$ cat config.mk
export PLATFORM = sky130hd
export DESIGN_NAME = tx_engine_top
export DESIGN_NICKNAME = d
export VERILOG_FILES = /design/src/tx_engine_pkg.sv /design/src/tx_ctrl_datap_if.sv /design/src/send_q_fifo.sv /design/src/tx_app_state_mem.sv /design/src/tx_copy_counter.sv /design/src/tx_engine_ctrl.sv /design/src/tx_engine_datap.sv /design/src/tx_engine_top.sv
export VERILOG_INCLUDE_DIRS = /design/src
export SDC_FILE = /design/constraint.sdc
export NUM_CORES = 1
export LEC_CHECK = 0
export BUFFER_PORTS_ARGS = -buffer_cell sky130_fd_sc_hd__buf_2
export CAP_MARGIN = 20
export CORE_ASPECT_RATIO = 1.5
export CORE_MARGIN = 2
export CORE_UTILIZATION = 55
export CTS_CLUSTER_DIAMETER = 80
export DETAILED_ROUTE_END_ITERATION = 10
export PLACE_DENSITY = 0.76
export RECOVER_POWER = 100
export SYNTH_ARGS = -nofsm -noshare
export SYNTH_HDL_FRONTEND = slang
export SYNTH_SLANG_ARGS = --single-unit
$ cat constraint.sdc
create_clock -name clk -period 4.4 [get_ports clk]
set_input_delay 0.22 -clock clk [delete_from_list [all_inputs] [get_ports clk]]
set_output_delay 0.22 -clock clk [all_outputs]
set_load 0.05 [all_outputs]
$ cat src/tx_engine_macros.svh
`ifndef TX_ENGINE_MACROS_SVH
`define TX_ENGINE_MACROS_SVH

// Flow id space
`define FLOW_ID_W 2
`define NUM_FLOWS 4

// Payload and message sizing
`define DATA_W 32
`define LEN_W 16
`define ADDR_W 24
`define PKT_W 16

// Benchmark packets are always this many bytes
`define MY_PKT_BYTES 64

`define SEND_Q_DEPTH 8

`endif

$ cat src/tx_engine_pkg.sv
`default_nettype none

`include "tx_engine_macros.svh"

package tx_engine_pkg;

    typedef enum logic {
        SINGLE = 1'b0,
        BENCH  = 1'b1
    } cmd_e;

    typedef enum logic {
        MSG_REQ    = 1'b0,
        PTR_UPDATE = 1'b1
    } ptr_kind_e;

    typedef enum logic {
        FALSE = 1'b0,
        TRUE  = 1'b1
    } flag_e;

    // Length only matters for SINGLE
    typedef struct packed {
        cmd_e                  cmd;
        logic [`FLOW_ID_W-1:0] flowid;
        logic [`LEN_W-1:0]     length;
    } send_q_struct;

    typedef struct packed {
        ptr_kind_e             kind;
        logic [`FLOW_ID_W-1:0] flowid;
        logic [`LEN_W-1:0]     length;
    } ptr_req_struct;

endpackage

`default_nettype wire

$ cat src/tx_ctrl_datap_if.sv
`timescale 1ns/1ps
`default_nettype none

interface tx_ctrl_datap_if
    import tx_engine_pkg::*;
();

    logic      store_inputs;
    logic      store_app_state;
    logic      store_notif;
    ptr_kind_e out_mux_sel;

    logic      last_pkt;
    flag_e     should_copy;
    cmd_e      cur_cmd;

    modport ctrl (
        output store_inputs, store_app_state, store_notif, out_mux_sel,
        input  last_pkt, should_copy, cur_cmd
    );

    modport datap (
        input  store_inputs, store_app_state, store_notif, out_mux_sel,
        output last_pkt, should_copy, cur_cmd
    );

endinterface

`default_nettype wire

$ cat src/send_q_fifo.sv
`timescale 1ns/1ps
`default_nettype none

`include "tx_engine_macros.svh"

module send_q_fifo
    import tx_engine_pkg::*;
(
    input  logic         clk,
    input  logic         rst,
    input  logic         wr_req,
    input  send_q_struct wr_data,
    output logic         full,
    input  logic         rd_req,
    output send_q_struct rd_data,
    output logic         empty
);

    localparam int ptr_w = $clog2(`SEND_Q_DEPTH);
    localparam int cnt_w = $clog2(`SEND_Q_DEPTH + 1);

    send_q_struct mem [`SEND_Q_DEPTH];

    logic [ptr_w-1:0] wr_ptr;
    logic [ptr_w-1:0] rd_ptr;
    logic [cnt_w-1:0] count;

    always_ff @(posedge clk) begin
        if (wr_req) begin
            mem[wr_ptr] <= wr_data;
        end
    end

    always_ff @(posedge clk) begin
        if (rst) begin
            wr_ptr <= '0;
            rd_ptr <= '0;
            count  <= '0;
        end else begin
            if (wr_req) begin
                wr_ptr <= (wr_ptr == ptr_w'(`SEND_Q_DEPTH - 1)) ? '0 : wr_ptr + 1'b1;
            end
            if (rd_req) begin
                rd_ptr <= (rd_ptr == ptr_w'(`SEND_Q_DEPTH - 1)) ? '0 : rd_ptr + 1'b1;
            end
            count <= count + cnt_w'(wr_req) - cnt_w'(rd_req);
        end
    end

    // Head entry shown directly
    assign rd_data = mem[rd_ptr];
    assign full    = (count == cnt_w'(`SEND_Q_DEPTH));
    assign empty   = (count == '0);

    a_no_overflow: assert property (@(posedge clk) disable iff (rst) wr_req |-> !full);
    a_no_underflow: assert property (@(posedge clk) disable iff (rst) rd_req |-> !empty);

endmodule

`default_nettype wire

$ cat src/tx_app_state_mem.sv
`timescale 1ns/1ps
`default_nettype none

`include "tx_engine_macros.svh"

module tx_app_state_mem (
    input  logic                  clk,
    input  logic                  rst,
    input  logic                  setup_val,
    input  logic [`FLOW_ID_W-1:0] setup_flowid,
    input  logic [`PKT_W-1:0]     setup_pkts,
    input  logic                  rd_req,
    input  logic [`FLOW_ID_W-1:0] rd_flowid,
    output logic [`PKT_W-1:0]     rd_pkts,
    input  logic                  wr_req,
    input  logic [`FLOW_ID_W-1:0] wr_flowid,
    input  logic [`PKT_W-1:0]     wr_pkts
);

    logic [`PKT_W-1:0] pkts_left [`NUM_FLOWS];

    // Engine writes win over setup writes
    always_ff @(posedge clk) begin
        if (rst) begin
            for (int i = 0; i < `NUM_FLOWS; i++) begin
                pkts_left[i] <= '0;
            end
        end else if (wr_req) begin
            pkts_left[wr_flowid] <= wr_pkts;
        end else if (setup_val) begin
            pkts_left[setup_flowid] <= setup_pkts;
        end
    end

    always_ff @(posedge clk) begin
        if (rd_req) begin
            rd_pkts <= pkts_left[rd_flowid];
        end
    end

endmodule

`default_nettype wire

$ cat src/tx_copy_counter.sv
`timescale 1ns/1ps
`default_nettype none

`include "tx_engine_macros.svh"

module tx_copy_counter (
    input  logic              clk,
    input  logic              rst,
    input  logic              load_len,
    input  logic [`LEN_W-1:0] len,
    input  logic              decr,
    output logic              last_wr,
    output logic [`LEN_W-1:0] offset
);

    logic [`LEN_W-1:0] bytes_left;

    always_ff @(posedge clk) begin
        if (rst) begin
            bytes_left <= '0;
            offset     <= '0;
        end else if (load_len) begin
            bytes_left <= len;
            offset     <= '0;
        end else if (decr) begin
            // One 4-byte word per beat
            bytes_left <= bytes_left - `LEN_W'(4);
            offset     <= offset + `LEN_W'(4);
        end
    end

    assign last_wr = (bytes_left <= `LEN_W'(4));

    // Copy must never run past the loaded length
    a_no_decr_at_zero: assert property (
        @(posedge clk) disable iff (rst) decr |-> (bytes_left != '0)
    );

endmodule

`default_nettype wire

$ cat src/tx_engine_ctrl.sv
`timescale 1ns/1ps
`default_nettype none

module tx_engine_ctrl
    import tx_engine_pkg::*;
(
    input  logic            clk,
    input  logic            rst,
    input  logic            send_q_empty,
    input  send_q_struct    send_q_rd_data,
    output logic            send_q_rd_req,
    output logic            send_q_wr_req,
    input  logic            setup_done,
    output logic            ptr_req_val,
    input  logic            ptr_req_rdy,
    input  logic            notif_val,
    output logic            notif_rdy,
    output logic            buf_req_val,
    input  logic            buf_req_rdy,
    output logic            buf_data_val,
    input  logic            buf_data_rdy,
    input  logic            buf_done,
    output logic            buf_done_rdy,
    output logic            state_rd_req,
    output logic            state_wr_req,
    output logic            load_len,
    output logic            decr,
    input  logic            last_wr,
    tx_ctrl_datap_if.ctrl   dp
);

    typedef enum logic [3:0] {
        READY,
        RD_APP_STATE,
        WAIT_APP_STATE,
        TX_MSG_REQ,
        TX_MSG_NOTIF,
        TX_WR_MEM_REQ,
        PAYLOAD_COPY,
        WAIT_WR_RESP,
        BUMP_TAIL,
        UPDATE_FLOW
    } state_e;

    state_e state_reg;
    state_e state_next;

    always_ff @(posedge clk) begin
        if (rst) begin
            state_reg <= READY;
        end else begin
            state_reg <= state_next;
        end
    end

    always_comb begin
        send_q_rd_req      = 1'b0;
        send_q_wr_req      = 1'b0;
        ptr_req_val        = 1'b0;
        notif_rdy          = 1'b0;
        buf_req_val        = 1'b0;
        buf_data_val       = 1'b0;
        buf_done_rdy       = 1'b0;
        state_rd_req       = 1'b0;
        state_wr_req       = 1'b0;
        load_len           = 1'b0;
        decr               = 1'b0;
        dp.store_inputs    = 1'b0;
        dp.store_app_state = 1'b0;
        dp.store_notif     = 1'b0;
        dp.out_mux_sel     = MSG_REQ;
        state_next         = state_reg;

        case (state_reg)
            READY: begin
                // BENCH waits at the head until setup is finished
                if (!send_q_empty && (send_q_rd_data.cmd == SINGLE || setup_done)) begin
                    send_q_rd_req   = 1'b1;
                    dp.store_inputs = 1'b1;
                    state_next = (send_q_rd_data.cmd == BENCH) ? RD_APP_STATE : TX_MSG_REQ;
                end
            end
            RD_APP_STATE: begin
                state_rd_req = 1'b1;
                state_next   = WAIT_APP_STATE;
            end
            WAIT_APP_STATE: begin
                dp.store_app_state = 1'b1;
                state_next         = TX_MSG_REQ;
            end
            TX_MSG_REQ: begin
                ptr_req_val = 1'b1;
                if (ptr_req_rdy) begin
                    state_next = TX_MSG_NOTIF;
                end
            end
            TX_MSG_NOTIF: begin
                notif_rdy = 1'b1;
                if (notif_val) begin
                    dp.store_notif = 1'b1;
                    load_len       = 1'b1;
                    if (dp.cur_cmd == BENCH && dp.should_copy == FALSE) begin
                        state_next = BUMP_TAIL;
                    end else begin
                        state_next = TX_WR_MEM_REQ;
                    end
                end
            end
            TX_WR_MEM_REQ: begin
                buf_req_val = 1'b1;
                if (buf_req_rdy) begin
                    state_next = PAYLOAD_COPY;
                end
            end
            PAYLOAD_COPY: begin
                buf_data_val = 1'b1;
                if (buf_data_rdy) begin
                    decr = 1'b1;
                    if (last_wr) begin
                        state_next = WAIT_WR_RESP;
                    end
                end
            end
            WAIT_WR_RESP: begin
                buf_done_rdy = 1'b1;
                if (buf_done) begin
                    state_next = BUMP_TAIL;
                end
            end
            BUMP_TAIL: begin
                ptr_req_val    = 1'b1;
                dp.out_mux_sel = PTR_UPDATE;
                if (ptr_req_rdy) begin
                    state_next = UPDATE_FLOW;
                end
            end
            UPDATE_FLOW: begin
                if (dp.cur_cmd == BENCH) begin
                    state_wr_req  = 1'b1;
                    send_q_wr_req = !dp.last_pkt;
                end
                state_next = READY;
            end
            default: begin
                state_next = READY;
            end
        endcase
    end

    a_ptr_req_hold: assert property (
        @(posedge clk) disable iff (rst) ptr_req_val && !ptr_req_rdy |=> ptr_req_val
    );

endmodule

`default_nettype wire

$ cat src/tx_engine_datap.sv
`timescale 1ns/1ps
`default_nettype none

`include "tx_engine_macros.svh"

module tx_engine_datap
    import tx_engine_pkg::*;
(
    input  logic                   clk,
    input  logic                   rst,
    tx_ctrl_datap_if.datap         dp,
    input  send_q_struct           send_q_rd_data,
    input  logic [`PKT_W-1:0]      rd_pkts,
    input  logic [`LEN_W-1:0]      offset,
    input  logic [`ADDR_W-1:0]     notif_addr,
    input  flag_e                  notif_copy,
    output ptr_req_struct          ptr_req_data,
    output logic [`ADDR_W-1:0]     buf_req_addr,
    output logic [`LEN_W-1:0]      buf_req_len,
    output logic [`DATA_W-1:0]     buf_data,
    output send_q_struct           send_q_wr_data,
    output logic [`FLOW_ID_W-1:0]  wr_flowid,
    output logic [`PKT_W-1:0]      wr_pkts,
    output logic [`LEN_W-1:0]      copy_len
);

    send_q_struct       cmd_reg;
    logic [`PKT_W-1:0]  pkts_reg;
    logic [`ADDR_W-1:0] addr_reg;
    logic [`LEN_W-1:0]  msg_len;

    // Command held for the whole message
    always_ff @(posedge clk) begin
        if (rst) begin
            cmd_reg <= '0;
        end else if (dp.store_inputs) begin
            cmd_reg <= send_q_rd_data;
        end
    end

    always_ff @(posedge clk) begin
        if (dp.store_app_state) begin
            pkts_reg <= rd_pkts;
        end
        if (dp.store_notif) begin
            addr_reg <= notif_addr;
        end
    end

    assign msg_len = (cmd_reg.cmd == BENCH) ? `LEN_W'(`MY_PKT_BYTES) : cmd_reg.length;

    assign ptr_req_data = '{kind: dp.out_mux_sel, flowid: cmd_reg.flowid, length: msg_len};
    assign buf_req_addr = addr_reg;
    assign buf_req_len  = msg_len;
    assign copy_len     = msg_len;

    // Flow id in the top byte and byte offset below
    assign buf_data = {8'(cmd_reg.flowid), 24'(offset)};

    assign send_q_wr_data = '{cmd: BENCH, flowid: cmd_reg.flowid, length: '0};
    assign wr_flowid      = cmd_reg.flowid;
    assign wr_pkts        = pkts_reg - `PKT_W'(1);

    assign dp.last_pkt    = (pkts_reg == `PKT_W'(1));
    assign dp.should_copy = notif_copy;
    assign dp.cur_cmd     = cmd_reg.cmd;

endmodule

`default_nettype wire

$ cat src/tx_engine_top.sv
`timescale 1ns/1ps
`default_nettype none

`include "tx_engine_macros.svh"

module tx_engine_top
    import tx_engine_pkg::*;
(
    input  logic                  clk,
    input  logic                  rst,
    input  logic                  cmd_val,
    input  send_q_struct          cmd_data,
    output logic                  cmd_rdy,
    input  logic                  setup_val,
    input  logic [`FLOW_ID_W-1:0] setup_flowid,
    input  logic [`PKT_W-1:0]     setup_pkts,
    input  logic                  setup_done,
    output logic                  ptr_req_val,
    output ptr_req_struct         ptr_req_data,
    input  logic                  ptr_req_rdy,
    input  logic                  notif_val,
    input  logic [`ADDR_W-1:0]    notif_addr,
    input  flag_e                 notif_copy,
    output logic                  notif_rdy,
    output logic                  buf_req_val,
    output logic [`ADDR_W-1:0]    buf_req_addr,
    output logic [`LEN_W-1:0]     buf_req_len,
    input  logic                  buf_req_rdy,
    output logic                  buf_data_val,
    output logic [`DATA_W-1:0]    buf_data,
    input  logic                  buf_data_rdy,
    input  logic                  buf_done,
    output logic                  buf_done_rdy
);

    logic                  q_wr_req;
    send_q_struct          q_wr_data;
    logic                  fsm_wr_req;
    send_q_struct          fsm_wr_data;
    logic                  send_q_full;
    logic                  send_q_empty;
    logic                  send_q_rd_req;
    send_q_struct          send_q_rd_data;
    logic                  state_rd_req;
    logic                  state_wr_req;
    logic [`FLOW_ID_W-1:0] state_flowid;
    logic [`PKT_W-1:0]     state_wr_pkts;
    logic [`PKT_W-1:0]     state_rd_pkts;
    logic                  load_len;
    logic                  decr;
    logic                  last_wr;
    logic [`LEN_W-1:0]     copy_offset;
    logic [`LEN_W-1:0]     copy_len;

    tx_ctrl_datap_if dp_if ();

    // Re-enqueue from the FSM takes the write port first
    assign cmd_rdy   = !send_q_full && !fsm_wr_req;
    assign q_wr_req  = fsm_wr_req || (cmd_val && cmd_rdy);
    assign q_wr_data = fsm_wr_req ? fsm_wr_data : cmd_data;

    send_q_fifo u_send_q (
        .clk(clk), .rst(rst),
        .wr_req(q_wr_req), .wr_data(q_wr_data), .full(send_q_full),
        .rd_req(send_q_rd_req), .rd_data(send_q_rd_data), .empty(send_q_empty)
    );

    tx_app_state_mem u_app_state (
        .clk(clk), .rst(rst),
        .setup_val(setup_val), .setup_flowid(setup_flowid), .setup_pkts(setup_pkts),
        .rd_req(state_rd_req), .rd_flowid(state_flowid), .rd_pkts(state_rd_pkts),
        .wr_req(state_wr_req), .wr_flowid(state_flowid), .wr_pkts(state_wr_pkts)
    );

    tx_copy_counter u_copy_cnt (
        .clk(clk), .rst(rst),
        .load_len(load_len), .len(copy_len), .decr(decr),
        .last_wr(last_wr), .offset(copy_offset)
    );

    tx_engine_ctrl u_ctrl (
        .clk(clk), .rst(rst),
        .send_q_empty(send_q_empty), .send_q_rd_data(send_q_rd_data),
        .send_q_rd_req(send_q_rd_req), .send_q_wr_req(fsm_wr_req),
        .setup_done(setup_done),
        .ptr_req_val(ptr_req_val), .ptr_req_rdy(ptr_req_rdy),
        .notif_val(notif_val), .notif_rdy(notif_rdy),
        .buf_req_val(buf_req_val), .buf_req_rdy(buf_req_rdy),
        .buf_data_val(buf_data_val), .buf_data_rdy(buf_data_rdy),
        .buf_done(buf_done), .buf_done_rdy(buf_done_rdy),
        .state_rd_req(state_rd_req), .state_wr_req(state_wr_req),
        .load_len(load_len), .decr(decr), .last_wr(last_wr),
        .dp(dp_if.ctrl)
    );

    tx_engine_datap u_datap (
        .clk(clk), .rst(rst), .dp(dp_if.datap),
        .send_q_rd_data(send_q_rd_data), .rd_pkts(state_rd_pkts), .offset(copy_offset),
        .notif_addr(notif_addr), .notif_copy(notif_copy),
        .ptr_req_data(ptr_req_data), .buf_req_addr(buf_req_addr),
        .buf_req_len(buf_req_len), .buf_data(buf_data),
        .send_q_wr_data(fsm_wr_data), .wr_flowid(state_flowid), .wr_pkts(state_wr_pkts),
        .copy_len(copy_len)
    );

endmodule

`default_nettype wire
==> key figures <==
Run status
  • Run status: finished with violations
  • Failing checks: max-capacitance violations, max-slew violations

Setup path
  • R2R depth: 7
  • Kind of launch point of the worst setup path: register
  • Capturing element type of the critical path: register
  • Required time reported for the critical path endpoint: 4.48 ns
  • Highest net fanout along the worst path: 21
  • Crit path arrival time: 3.87 ns
  • Worst Path Class, Setup: reg -> reg

Clock tree
  • Count of H-tree levels built during CTS: 1
  • CTS max path bufs: 3
  • Clock latency on the worst-skew pair: 0.54 ns
  • Clock input transition at the sequential cells of the worst setup and hold paths: 0.07 ns
  • Cts repair resizes: 0
  • Num Clock Sinks: 338
  • Clock tree from TritonCTS: built
  • Buffer type at the clock tree root: sky130_fd_sc_hd__clkbuf_16
  • CTS Buf Count: 29

Synthesis
  • Async S/R FF share, synth: 0%
  • Total of warnings raised by yosys: 0
  • Post-synthesis instance total: 1007
  • Seq cells post-synth: 338
  • Share of the yosys chip area belonging to registers: 66.21%
  • Per-instance average area after synthesis: 14.23 µm²
  • Yosys cell types: 65
  • Commonest register cell after synthesis: sky130_fd_sc_hd__edfxtp_1
  • Number of flops mapped to enable cells by yosys: 272
  • Mapped cell area: 0.01433 mm²

Floorplan
  • Starting density of the core: 55.82%
  • Die Outline Area: 0.02739 mm²
  • Horizontal die dimension: 135.8 µm
  • Number of placed I/O pins: 169
  • Core area: 0.02567 mm²
  • Vertical die dimension: 201.7 µm
  • Number of rows in the core area: 72

Routing
  • Routed wirelength normalized by instance count: 19.82 µm
  • DRC Markers: 0
  • TritonRoute pass-1 iters: 5
  • Total detailed-routing wirelength: 30.16 mm
  • Remaining number of nets flagged by the antenna check after routing: 0
  • Number of DRC violations after detailed-routing iteration 0: 563
  • Total number of vias: 8661
  • Drt via density: 5.691

Global routing
  • Global route total overflow: 0
  • Wire length of the first global-routing pass: 46.73 mm
  • All-layer global routing usage: 22.14%
  • Largest net degree at the start of global routing: 39
  • Via count of the first global-routing pass: 8802
  • Number of antenna violations at the first check in global routing: 0

Min path
  • Worst min path class: in -> reg
  • Worst hold path stage count: 3

Finish
  • Post-layout net count: 1255
  • Filler cell count in the final layout: 1946
  • Register with the highest flop count: u_send_q.mem
  • Layout overhead on the synthesized area: 13.72%
  • Share of cells above drive strength 1: 16.15%
  • Storage element area: 0.009492 mm²
  • Antenna diode count: 0
  • Flip-flop count of the largest register, all copies and words added: 152
  • Multi-input gate area: 0.004279 mm²

Pwr
  • Total power: 8652 µW
  • Worst ir drop on vdd: 0.0003920 V
  • Leakage power summed over all cells: 0.005644 µW
  • PwrDens: 530.8 mW/mm²

STA
  • Period Utilization, post-route: 86.00%
  • Slew at the pin closest to its max-slew limit: 1.657 ns
  • Layout Skew: 0.01532 ns
  • Final Hold Violating Endpoints: 0
  • Setup total negative slack: 0 ns
  • Final Critical Period: 3.784 ns
  • Setup violations, final: 0
  • Max Clock Freq: 0.2643 GHz
  • Slew Limit Headroom: -10.43%
  • Pins over their slew limit: 61
  • Setup repair after global routing missed its margin: no

Placement
  • Port bufs: 152
  • Detailed placement HPWL: 20.00 mm
  • Routability congestion estimate from global placement: 0.8416

Job
  • Number of max-capacitance violations reported: 2
[metrics by stage]
stage | cell area [µm²] | setup slack (ns) | hold slack, ns | util, % | std cells
2_1_floorplan | 14390 | 0.6033 | 0.3189 | - | 1022
3_3_place_gp | 15340 | 1.088 | 0.3970 | 59.74 | 1445
3_5_place_dp | 15340 | 0.9994 | 0.3990 | 59.74 | 1445
4_1_cts | 16510 | 0.9810 | 0.03123 | 64.29 | 1522
5_1_grt | 16300 | 0.3695 | 0.04743 | 63.48 | 1522
6_report | 16300 | 0.6159 | 0.03883 | 63.48 | 1522
[Yosys cell counts (15+ instances only)]
library cell | number | area share (%)
sky130_fd_sc_hd__mux2i_1 | 23 | 1.6
sky130_fd_sc_hd__and2_1 | 22 | 0.96
sky130_fd_sc_hd__dfxtp_1 | 66 | 9.2
sky130_fd_sc_hd__inv_1 | 40 | 1.0
sky130_fd_sc_hd__clkbuf_1 | 23 | 0.60
sky130_fd_sc_hd__xnor2_1 | 16 | 0.98
sky130_fd_sc_hd__nor2b_1 | 17 | 0.74
sky130_fd_sc_hd__buf_2 | 16 | 0.56
sky130_fd_sc_hd__mux4_2 | 52 | 8.2
sky130_fd_sc_hd__nand3_1 | 16 | 0.56
sky130_fd_sc_hd__nor3_1 | 16 | 0.56
sky130_fd_sc_hd__nor2_1 | 100 | 2.6
sky130_fd_sc_hd__a21oi_1 | 46 | 1.6
sky130_fd_sc_hd__ha_1 | 15 | 1.3
sky130_fd_sc_hd__nand2_1 | 47 | 1.2
sky130_fd_sc_hd__buf_4 | 38 | 2.0
sky130_fd_sc_hd__edfxtp_1 | 272 | 57
sky130_fd_sc_hd__o21ai_0 | 32 | 1.1
[worst paths after layout]
| kind | slack, ns | end | startpoint |
|---|---|---|---|
| min | 0.04 | u_app_state.pkts_left[3][14] | setup_pkts[14] |
| max | 0.62 | u_app_state.pkts_left[1][9] | u_ctrl.state_reg[1] |
| min reg2reg | 0.41 | u_datap.pkts_reg[5] | u_app_state.rd_pkts[5] |
| max reg2reg | 0.62 | u_app_state.pkts_left[1][9] | u_ctrl.state_reg[1] |
[what timing repair did]
item                      CTS  global route
hold endpoints to repair   24             0
hold buffers               24             0
setup buffers               0             0
[report_power, final]
part	leakage, µW	total (µW)	switching [µW]	internal [µW]
Combinational	0.00210	2130	1430	700
Sequential	0.00309	4050	213	3840
Clock	0.000451	2470	1060	1410
[metal layers]
layer  track usage [%]  routed length [µm]
met1             26.88               11780
met2             40.58               15980
met3             2.771                1509
met4             7.106                 891
met5                 0                   0
[logic make-up after synthesis]
logic type      Yosys count  share of synthesized area [%]
buf+inv                 127                          4.478
fa+ha+maj                16                          1.449
other cells               1                        0.02616
mux                      78                          10.01
compound gates          126                          5.412
xor+xnor                 26                          1.589
flops                   338                          66.21
simple gates            295                          10.83
[worst max-delay path, cell delays in order (launching register included)]
cell	delay [ns]
sky130_fd_sc_hd__dfxtp_1	0.64
sky130_fd_sc_hd__and4bb_1	0.28
sky130_fd_sc_hd__nand2_1	0.08
sky130_fd_sc_hd__clkbuf_1	0.59
sky130_fd_sc_hd__nor3b_1	0.11
sky130_fd_sc_hd__o21ai_0	0.18
sky130_fd_sc_hd__clkbuf_1	0.70
sky130_fd_sc_hd__nand2_1	0.72
[area by class of cell]
cell class,instances,share of cell area [%]
Inverter,41,0.9442
Clock buffer,49,5.404
Multi-Input combinational cell,557,26.25
Tap cell,333,2.556
Clock inverter,4,0.2917
Timing Repair Buffer,200,6.318
Sequential cell,338,58.23
[layout by cell type, fill, tap and decap left out, drive strengths merged, types with 5 or more instances in the layout]
| cell | Yosys | layout |
|---|---|---|
| buf | 61 | 80 |
| and2 | 22 | 22 |
| a21oi | 46 | 46 |
| mux2i | 23 | 23 |
| inv | 40 | 40 |
| nor2b | 17 | 17 |
| clkbuf | 25 | 145 |
| nand2 | 47 | 47 |
| conb | 1 | 16 |
| nor2 | 101 | 101 |
| nor4b | 8 | 8 |
| and3 | 7 | 7 |
| nor3b | 9 | 9 |
| nand3 | 16 | 16 |
| nand2b | 5 | 5 |
| nand4 | 5 | 5 |
| nand3b | 6 | 6 |
| mux4 | 52 | 52 |
| xor2 | 10 | 10 |
| o21ai | 35 | 35 |
| edfxtp | 272 | 272 |
| ha | 15 | 15 |
| a211oi | 8 | 8 |
| nor3 | 16 | 16 |
| xnor2 | 16 | 16 |
| or3 | 6 | 6 |
| dfxtp | 66 | 66 |
| nor4 | 12 | 12 |
| a2bb2oi | 7 | 7 |
| dlygate4sd3 | 0 | 24 |
Note: power is estimated with default switching activity, not from simulation.
